===== config.mk =====
export PLATFORM = sky130hd
export DESIGN_NAME = msp430Core
export DESIGN_NICKNAME = d
export VERILOG_FILES = /design/src/msp430Pkg.sv /design/src/functionUnit.sv /design/src/instrDecoder.sv /design/src/msp430Core.sv /design/src/pcUnit.sv /design/src/regFile.sv
export SDC_FILE = /design/constraint.sdc
export NUM_CORES = 1
export LEC_CHECK = 0
export BUFFER_PORTS_ARGS = -buffer_cell sky130_fd_sc_hd__buf_4
export CORE_UTILIZATION = 45
export DETAILED_ROUTE_END_ITERATION = 10
export PLACE_DENSITY = 0.71
export SYNTH_ARGS = -nofsm -noshare
export SYNTH_HDL_FRONTEND = slang
export SYNTH_HIERARCHICAL = 1
export SYNTH_SLANG_ARGS = --single-unit

===== constraint.sdc =====
create_clock -name clk -period 5.12 [get_ports clk]
set_input_delay 0.512 -clock clk [delete_from_list [all_inputs] [get_ports clk]]
set_output_delay 0.512 -clock clk [all_outputs]
set_load 0.02 [all_outputs]

===== src/msp430Pkg.sv =====
//////////////////////////////
// Shared core definitions
// Format, opcode, jump and ALU enums
// Flag bit positions
//////////////////////////////
package msp430Pkg;

   // Instruction class after byte swap
   typedef enum logic [1:0]
   {
      FMT_I,
      FMT_II,
      FMT_J,
      FMT_BAD
   } instrFormat_e;

   // Two-operand opcodes, bits 15:12
   typedef enum logic [3:0]
   {
      OP_MOV  = 4'h4,
      OP_ADD  = 4'h5,
      OP_ADDC = 4'h6,
      OP_SUBC = 4'h7,
      OP_SUB  = 4'h8,
      OP_CMP  = 4'h9,
      // Decimal add, not executed here
      OP_DADD = 4'hA,
      OP_BIT  = 4'hB,
      OP_BIC  = 4'hC,
      OP_BIS  = 4'hD,
      OP_XOR  = 4'hE,
      OP_AND  = 4'hF
   } fmtIOp_e;

   // Single-operand opcodes, bits 9:7
   typedef enum logic [2:0]
   {
      OP_RRC  = 3'd0,
      OP_SWPB = 3'd1,
      OP_RRA  = 3'd2,
      OP_SXT  = 3'd3
   } fmtIIOp_e;

   // Jump conditions, bits 12:10
   typedef enum logic [2:0]
   {
      JNE,
      JEQ,
      JNC,
      JC,
      JN,
      JGE,
      JL,
      JMP
   } jumpCond_e;

   // Function select, decoder to function unit
   typedef enum logic [3:0]
   {
      FS_MOV,
      FS_ADD,
      FS_ADDC,
      FS_SUBC,
      FS_SUB,
      FS_CMP,
      FS_BIT,
      FS_BIC,
      FS_BIS,
      FS_XOR,
      FS_AND,
      FS_RRC,
      FS_SWPB,
      FS_RRA,
      FS_SXT,
      FS_NOP
   } aluFunc_e;

   // Positions in the 4-bit status vector
   localparam int unsigned FLAG_C = 0;
   localparam int unsigned FLAG_Z = 1;
   localparam int unsigned FLAG_N = 2;
   localparam int unsigned FLAG_V = 3;

endpackage


===== src/functionUnit.sv =====
//////////////////////////////
// Function unit
// Combinational ALU, result and flags
//////////////////////////////
`timescale 1ns/1ps

module functionUnit
   import msp430Pkg::*;
(
   input  aluFunc_e    aluFunc,
   input  logic [15:0] src,
   input  logic [15:0] dst,
   input  logic [3:0]  flagsIn,
   output logic [15:0] result,
   output logic [3:0]  flagsOut
);

   logic        subtract;
   logic [15:0] addB;
   logic        carryIn;
   logic [16:0] sum;
   logic        addOvf;
   logic        newC;
   logic        newV;
   logic        cNotZ;
   logic        keepFlags;

   always_comb
   begin
      // One adder, subtract as dst + ~src + carry
      subtract = aluFunc inside {FS_SUB, FS_SUBC, FS_CMP};
      addB     = subtract ? ~src : src;
      case (aluFunc)
         FS_ADDC, FS_SUBC: carryIn = flagsIn[FLAG_C];
         FS_SUB, FS_CMP:   carryIn = 1'b1;
         default:          carryIn = 1'b0;
      endcase
      sum    = {1'b0, dst} + {1'b0, addB} + {16'h0000, carryIn};
      // Same-sign operands, different-sign result
      addOvf = (dst[15] == addB[15]) && (sum[15] != dst[15]);

      result = dst;
      newC   = flagsIn[FLAG_C];
      newV   = 1'b0;
      cNotZ  = 1'b0;
      case (aluFunc)
         FS_MOV:
            result = src;
         FS_ADD, FS_ADDC, FS_SUBC, FS_SUB, FS_CMP:
         begin
            result = sum[15:0];
            // Carry out, or no borrow on subtract
            newC   = sum[16];
            newV   = addOvf;
         end
         FS_BIT, FS_AND:
         begin
            result = dst & src;
            cNotZ  = 1'b1;
         end
         FS_XOR:
         begin
            result = dst ^ src;
            cNotZ  = 1'b1;
            newV   = src[15] & dst[15];
         end
         FS_BIC:
            result = dst & ~src;
         FS_BIS:
            result = dst | src;
         FS_RRC:
         begin
            result = {flagsIn[FLAG_C], dst[15:1]};
            newC   = dst[0];
         end
         FS_RRA:
         begin
            result = {dst[15], dst[15:1]};
            newC   = dst[0];
         end
         FS_SWPB:
            result = {dst[7:0], dst[15:8]};
         FS_SXT:
         begin
            result = {{8{dst[7]}}, dst[7:0]};
            cNotZ  = 1'b1;
         end
         default:
            result = dst;
      endcase

      // Moves, bit set/clear and byte swap leave SR alone
      keepFlags = aluFunc inside {FS_MOV, FS_BIC, FS_BIS, FS_SWPB, FS_NOP};
      flagsOut  = flagsIn;
      if (!keepFlags)
      begin
         flagsOut[FLAG_N] = result[15];
         flagsOut[FLAG_Z] = (result == 16'h0000);
         flagsOut[FLAG_C] = cNotZ ? (result != 16'h0000) : newC;
         flagsOut[FLAG_V] = newV;
      end
   end

endmodule


===== src/instrDecoder.sv =====
//////////////////////////////
// Instruction decoder
// Byte swap, format and opcode decode
// Registered execute-stage controls
//////////////////////////////
`timescale 1ns/1ps

module instrDecoder
   import msp430Pkg::*;
(
   input  logic       clk,
   input  logic       rst,
   input  logic       instrValid,
   input  logic [15:0] instrWord,
   output logic       execValid,
   output aluFunc_e   aluFunc,
   output logic [3:0] srcAddr,
   output logic [3:0] dstAddr,
   output logic       wrReq,
   output logic       flagsReq,
   output logic       isJump,
   output jumpCond_e  jumpCond,
   output logic [9:0] jumpOffset,
   output logic       illegalInstr
);

   logic [15:0]  swapped;
   instrFormat_e fmt;
   aluFunc_e     nextFunc;
   logic         nextWr;
   logic         nextFlags;
   logic         nextBad;

   // Words come off the data bus with bytes swapped
   assign swapped = {instrWord[7:0], instrWord[15:8]};

   always_comb
   begin
      // Jumps are 001x, single-operand 000100
      if (swapped[15:13] == 3'b001)
         fmt = FMT_J;
      else if (swapped[15:10] == 6'b000100)
         fmt = FMT_II;
      else if (swapped[15:12] >= 4'h4)
         fmt = FMT_I;
      else
         fmt = FMT_BAD;

      nextFunc = FS_NOP;
      case (fmt)
         FMT_I:
         begin
            // Register mode only, word only
            if (!swapped[7] && !swapped[6] && swapped[5:4] == 2'b00)
            begin
               case (fmtIOp_e'(swapped[15:12]))
                  OP_MOV:  nextFunc = FS_MOV;
                  OP_ADD:  nextFunc = FS_ADD;
                  OP_ADDC: nextFunc = FS_ADDC;
                  OP_SUBC: nextFunc = FS_SUBC;
                  OP_SUB:  nextFunc = FS_SUB;
                  OP_CMP:  nextFunc = FS_CMP;
                  OP_BIT:  nextFunc = FS_BIT;
                  OP_BIC:  nextFunc = FS_BIC;
                  OP_BIS:  nextFunc = FS_BIS;
                  OP_XOR:  nextFunc = FS_XOR;
                  OP_AND:  nextFunc = FS_AND;
                  // DADD falls through as NOP
                  default: nextFunc = FS_NOP;
               endcase
            end
         end
         FMT_II:
         begin
            if (!swapped[6] && swapped[5:4] == 2'b00)
            begin
               case (fmtIIOp_e'(swapped[9:7]))
                  OP_RRC:  nextFunc = FS_RRC;
                  OP_SWPB: nextFunc = FS_SWPB;
                  OP_RRA:  nextFunc = FS_RRA;
                  OP_SXT:  nextFunc = FS_SXT;
                  // PUSH, CALL, RETI unsupported
                  default: nextFunc = FS_NOP;
               endcase
            end
         end
         default:
            nextFunc = FS_NOP;
      endcase

      // Compares and bit tests only touch flags
      nextWr    = !(nextFunc inside {FS_CMP, FS_BIT, FS_NOP});
      nextFlags = !(nextFunc inside {FS_MOV, FS_BIC, FS_BIS, FS_SWPB, FS_NOP});
      // Anything that is neither a jump nor a known op
      nextBad   = (fmt != FMT_J) && (nextFunc == FS_NOP);
   end

   // Execute-cycle controls, live for one cycle per strobe
   always_ff @(posedge clk)
   begin
      if (rst)
      begin
         execValid    <= 1'b0;
         wrReq        <= 1'b0;
         flagsReq     <= 1'b0;
         isJump       <= 1'b0;
         illegalInstr <= 1'b0;
      end
      else
      begin
         execValid    <= instrValid;
         // R0 to R3 are never written
         wrReq        <= instrValid && nextWr && (swapped[3:2] != 2'b00);
         flagsReq     <= instrValid && nextFlags;
         isJump       <= instrValid && (fmt == FMT_J);
         illegalInstr <= instrValid && nextBad;
      end
   end

   // Operand fields, held between strobes
   always_ff @(posedge clk)
   begin
      if (instrValid)
      begin
         aluFunc    <= nextFunc;
         srcAddr    <= (fmt == FMT_I) ? swapped[11:8] : swapped[3:0];
         dstAddr    <= swapped[3:0];
         jumpCond   <= jumpCond_e'(swapped[12:10]);
         jumpOffset <= swapped[9:0];
      end
   end

endmodule


===== src/msp430Core.sv =====
//////////////////////////////
// Core top level
// Decoder, registers, ALU, PC
//////////////////////////////
`timescale 1ns/1ps

module msp430Core
   import msp430Pkg::*;
#(
   parameter logic [15:0] RESET_PC = 16'hC000
)
(
   input  logic        clk,
   input  logic        rst,
   input  logic        instrValid,
   input  logic [15:0] instrWord,
   output logic [15:0] pcOut,
   output logic        regWrEn,
   output logic [3:0]  regWrAddr,
   output logic [15:0] regWrData,
   output logic [3:0]  flags,
   output logic        illegalInstr
);

   aluFunc_e    aluFunc;
   jumpCond_e   jumpCond;
   logic [3:0]  srcAddr;
   logic [9:0]  jumpOffset;
   logic        execValid;
   logic        flagsReq;
   logic        isJump;
   logic [15:0] srcData;
   logic [15:0] dstData;
   logic [3:0]  aluFlags;

   // Write enable already carries valid and R4+ check
   instrDecoder uDecoder
   (
      .clk          (clk),
      .rst          (rst),
      .instrValid   (instrValid),
      .instrWord    (instrWord),
      .execValid    (execValid),
      .aluFunc      (aluFunc),
      .srcAddr      (srcAddr),
      .dstAddr      (regWrAddr),
      .wrReq        (regWrEn),
      .flagsReq     (flagsReq),
      .isJump       (isJump),
      .jumpCond     (jumpCond),
      .jumpOffset   (jumpOffset),
      .illegalInstr (illegalInstr)
   );

   regFile uRegFile
   (
      .clk      (clk),
      .rst      (rst),
      .srcAddr  (srcAddr),
      .dstAddr  (regWrAddr),
      .wrEn     (regWrEn),
      .wrData   (regWrData),
      .flagsEn  (flagsReq),
      .newFlags (aluFlags),
      .srcData  (srcData),
      .dstData  (dstData),
      .flags    (flags)
   );

   functionUnit uFunctionUnit
   (
      .aluFunc  (aluFunc),
      .src      (srcData),
      .dst      (dstData),
      .flagsIn  (flags),
      .result   (regWrData),
      .flagsOut (aluFlags)
   );

   pcUnit #(.RESET_PC(RESET_PC)) uPcUnit
   (
      .clk        (clk),
      .rst        (rst),
      .execValid  (execValid),
      .isJump     (isJump),
      .jumpCond   (jumpCond),
      .jumpOffset (jumpOffset),
      .flags      (flags),
      .pcOut      (pcOut)
   );

endmodule


===== src/pcUnit.sv =====
//////////////////////////////
// Program counter
// Jump condition check, PC step
//////////////////////////////
`timescale 1ns/1ps

module pcUnit
   import msp430Pkg::*;
#(
   parameter logic [15:0] RESET_PC = 16'hC000
)
(
   input  logic        clk,
   input  logic        rst,
   input  logic        execValid,
   input  logic        isJump,
   input  jumpCond_e   jumpCond,
   input  logic [9:0]  jumpOffset,
   input  logic [3:0]  flags,
   output logic [15:0] pcOut
);

   logic        condTrue;
   logic [15:0] pcStep;
   logic [15:0] jumpTarget;

   always_comb
   begin
      case (jumpCond)
         JNE:     condTrue = !flags[FLAG_Z];
         JEQ:     condTrue = flags[FLAG_Z];
         JNC:     condTrue = !flags[FLAG_C];
         JC:      condTrue = flags[FLAG_C];
         JN:      condTrue = flags[FLAG_N];
         JGE:     condTrue = (flags[FLAG_N] == flags[FLAG_V]);
         JL:      condTrue = (flags[FLAG_N] != flags[FLAG_V]);
         default: condTrue = 1'b1;
      endcase
   end

   assign pcStep     = pcOut + 16'd2;
   // Signed word offset, relative to PC+2
   assign jumpTarget = pcStep + {{5{jumpOffset[9]}}, jumpOffset, 1'b0};

   always_ff @(posedge clk)
   begin
      if (rst)
         pcOut <= RESET_PC;
      else if (execValid)
         pcOut <= (isJump && condTrue) ? jumpTarget : pcStep;
   end

endmodule


===== src/regFile.sv =====
//////////////////////////////
// Register file
// General registers R4 to R15
// Status flag register
//////////////////////////////
`timescale 1ns/1ps

module regFile
(
   input  logic        clk,
   input  logic        rst,
   input  logic [3:0]  srcAddr,
   input  logic [3:0]  dstAddr,
   input  logic        wrEn,
   input  logic [15:0] wrData,
   input  logic        flagsEn,
   input  logic [3:0]  newFlags,
   output logic [15:0] srcData,
   output logic [15:0] dstData,
   output logic [3:0]  flags
);

   // PC, SP, SR and CG live elsewhere or not at all
   logic [15:0] gpr [4:15];

   always_ff @(posedge clk)
   begin
      if (rst)
      begin
         for (int i = 4; i < 16; i++)
         begin
            gpr[i] <= 16'h0000;
         end
         flags <= 4'h0;
      end
      else
      begin
         // Commit at the end of the execute cycle
         if (wrEn && dstAddr >= 4'd4)
            gpr[dstAddr] <= wrData;
         if (flagsEn)
            flags <= newFlags;
      end
   end

   // Combinational reads, low registers read as zero
   always_comb
   begin
      if (srcAddr < 4'd4)
         srcData = 16'h0000;
      else
         srcData = gpr[srcAddr];

      if (dstAddr < 4'd4)
         dstData = 16'h0000;
      else
         dstData = gpr[dstAddr];
   end

endmodule


==> metrics.md <==
| Metric | Value |
|---|---|
| Status | `finished, final reports clean` |
| Starting Density | `0.461` |
| DRC Markers | `0` |
| WP buf/inv | `4` |
| First-pass GRT wire length | `between 70 and 80 mm` |
| GRT Resource Usage Total | `0.262` |
| Vias in the first global route | `roughly 13000` |
| Pre-antenna DRT Iters | `6` |
| Final Core Density | `0.528` |
| Number of cells on the critical path | `16` |
| Fmax | `just under 200 MHz` |
| Slowest Stage Delay on Critical Path | `0.47 ns` |
| Mean post-synth cell area | `around 11 µm²` |
| Static Leak | `approximately 7.3 nW` |
| Cell family with most CP delay | `compound AO/OA/AOI/OAI gates` |
| Cts hold-fix bufs | `0` |
| CTS max path bufs | `3` |
| Die Span Y | `194 µm` |
| Worst-path clk slew | `roughly 0.060 ns` |
| IO Count | `61` |
| Synth cell types | `between 90 and 100` |
| Max Slew Vio Count | `0` |
| WP data required | `~4.6 ns` |
| Most common cell after layout, fill and taps aside | `edfxtp_1` |
| Layout cell share with drive strength beyond 1 | `0.256` |
| Register area share after synthesis | `0.416` |
| Post-synth EDFFs | `about 210` |
| Top FF cell, synth | `edfxtp_1` |
| Slowest cell on crit path | `edfxtp_1` |
| Gp weighted congestion | `1.01` |
| Largest net degree at the start of global routing | `51` |
| Crit path max fanout | `4` |
| Syn_nets | `roughly 1600` |
| Rows | `69` |
| Antenna Violating Nets Remaining | `0` |
| CTS Sinks | `237` |
| Worst ir drop on vdd | `210 µV` |
| Vias/cell | `about 6.3` |
| Num CTS Buffers | `24` |
| Wirelength per Cell | `around 24 µm` |
| Yosys reg bits | `about 240` |
| Fillcell total | `~3000` |
| Die X | `194 µm` |
| Final WL | `49.9 mm` |
| TritonCTS clock tree | `built` |
| CP Capture Type | `output port` |
| Initial DRC Count | `about 1300` |
| Commonest cells after routing, fill and taps aside | `edfxtp_1 (213), and2_1 (200), buf_4 (159), nand2_1 (93), mux4_2 (80)` |
| Synth-to-layout area growth | `14.5%` |
| Vias after detailed routing | `13000` |
| Design area | `18900 µm²` |
| Tmin final | `5.05 ns` |
| Slew HR | `0.153` |
| Crit path launch type | `flop` |
| Power Density | `roughly 320 nW/µm²` |
| # setup viols final | `0` |
| Initial antenna violation count | `0` |
| Worst setup path class | `reg2out` |
| Hold depth | `1` |
| MaxCap Viol Count | `0` |
| Worst-skew pair later-pin latency | `approximately 0.52 ns` |
| DP HPWL | `between 30 and 40 mm` |
| CP arrival | `4.54 ns` |
| Final Cycle Share | `0.987` |
| Nets | `about 1700` |
| Synth warn | `6` |
| Area of the mapped netlist | `approximately 17000 µm²` |
| Layout Skew | `between 0.009 and 0.01 ns` |
| Die area | `about 37000 µm²` |
| Synth Instances | `around 1500` |
| CP cell instances | `buf_4 > clkbuf_16 > mux2i_1 > a22oi_2 > a32o_2 > inv_2 > xnor2_1 > fa_2 > fa_2 > a211oi_2 > o21ai_2 > a221o_1 > and3_4 > o31ai_4 > and2_4 > buf_4` |
| Gr ovfl total | `0` |
| Hold Violations, Final | `0` |
| Worst slew pin tran | `1.27 ns` |
| RSZ-0062 raised after global routing | `true` |
| Core Area | `between 30000 and 40000 µm²` |
| IO Port Bufs | `59` |
| H-tree Lvls | `1` |
| Tightest Hold Check Type | `in2reg` |
| Root buffer cell | `clkbuf_16` |
| Placed cell areas | `between 15000 and 20000 µm²` |
| Post-synthesis async set-or-reset flop share | `0` |
| Reg2reg path depth | `20` |
-- synth_stat cells, types with 13 or more instances --
| cell type | instances | share of area |
|---|---|---|
| nand3_1 | 37 | 0.011 |
| o22ai_1 | 17 | 0.0064 |
| buf_2 | 27 | 0.0082 |
| nand2_1 | 94 | 0.021 |
| nor2b_1 | 19 | 0.0072 |
| a21o_1 | 13 | 0.0059 |
| mux2i_1 | 25 | 0.015 |
| buf_6 | 13 | 0.0089 |
| mux2_4 | 15 | 0.014 |
| or2_2 | 14 | 0.0053 |
| xnor2_1 | 39 | 0.021 |
| mux4_2 | 80 | 0.11 |
| a21oi_1 | 53 | 0.016 |
| and2_1 | 201 | 0.076 |
| dfxtp_1 | 24 | 0.029 |
| a22oi_1 | 37 | 0.017 |
| edfxtp_1 | 213 | 0.39 |
| o21ai_0 | 48 | 0.015 |
| clkbuf_1 | 52 | 0.012 |
| nor2_1 | 75 | 0.017 |
| nand2b_1 | 15 | 0.0057 |
| o211ai_1 | 14 | 0.0064 |
| inv_1 | 59 | 0.013 |
| ha_1 | 53 | 0.040 |
-- flip-flops by register name, summed over array words and instances, names as in the netlist --
register and count:
uDecoder/aluFunc 4, uDecoder/dstAddr 3, uDecoder/srcAddr 4, uRegFile/gpr 192, uPcUnit/pcOut 15, uDecoder/jumpOffset 7
uRegFile/flags 4, uDecoder/jumpCond 3, uDecoder/illegalInstr 1, uDecoder/isJump 1, uDecoder/execValid 1, uDecoder/flagsReq 1
uDecoder/wrReq 1
-- area by class of cell --
| type | count | area, µm² | share of cell area |
|---|---|---|---|
| well taps | 461 | 577 | 0.0305 |
| inverters | 61 | 229 | 0.0121 |
| flip-flops and latches | 237 | 6880 | 0.364 |
| multi-input cells | 1087 | 8980 | 0.475 |
| clock buffers | 26 | 629 | 0.0333 |
| diodes | 1 | 2.50 | 0.000132 |
| repair buffers | 171 | 1400 | 0.0740 |
| clock inverters | 18 | 211 | 0.0112 |
-- path summary, 6_finish.rpt --
kind	from	endpoint	slack (ns)
max	uDecoder/srcAddr[0]	regWrData[14]	0.07
min	instrWord[9]	uDecoder/dstAddr[1]	0.17
min reg2reg	uPcUnit/pcOut[11]	uPcUnit/pcOut[11]	0.54
max reg2reg	uDecoder/srcAddr[0]	uRegFile/flags[1]	0.09
-- power breakdown --
group	internal [mW]	total [mW]	switching (mW)
Combinational	0.776	1.87	1.10
Clock	1.10	1.87	0.767
Sequential	2.18	2.24	0.0613
Total	4.05	5.98	1.93
-- kinds of logic after synthesis --
logic type | after synthesis | synth area share
buf+inv | 171 | 0.0514
simple gates | 552 | 0.190
fa+ha+maj | 56 | 0.0438
mux | 128 | 0.143
xor+xnor | 52 | 0.0280
flops | 237 | 0.416
compound gates | 298 | 0.127
other cells | 1 | 0.000227
-- per-layer routing --
layer	track usage	up-vias	share of wire
li1	-	5769	-
met1	0.339	6494	0.40
met2	0.445	603	0.49
met3	0.0323	111	0.072
met4	0.109	0	0.036
met5	0	-	0
-- worst reg2reg max path: stages (launching register included) --
cell and delay (ns):
edfxtp_1 0.47, buf_4 0.19, clkbuf_16 0.15, mux2i_1 0.13, a22oi_2 0.24, a32o_2 0.27
inv_2 0.07, xnor2_1 0.15, fa_2 0.40, fa_2 0.46, a211oi_2 0.24, o21ai_2 0.12
a221o_1 0.34, a21oi_1 0.24, o31ai_4 0.12, a2111oi_2 0.46, nand4bb_1 0.29, buf_4 0.22
o31ai_1 0.22, mux2i_1 0.11, nor2_1 0.09
-- timing repair --
action	CTS	global route
pin swaps	2	12
resized for setup	21	47
endpoints found under the setup margin	7	11
endpoints found under the hold margin	0	0
gates cloned	0	1
buffers inserted	2	6
-- through the flow --
step	hold slack [ns]	total power, mW	worst slack [ns]	std cells	setup TNS [ns]
after floorplan	0.585	3.34	0.0746	1495	0
after global placement	0.517	3.99	0.0715	2008	0
after detailed placement	0.527	4.01	0.0141	2008	0
after CTS	0.162	5.90	0.00128	2054	0
after global routing	0.166	6.19	-0.0446	2061	-0.0723
final	0.175	5.98	0.0684	2062	0
(Power assumes the default switching activity.)
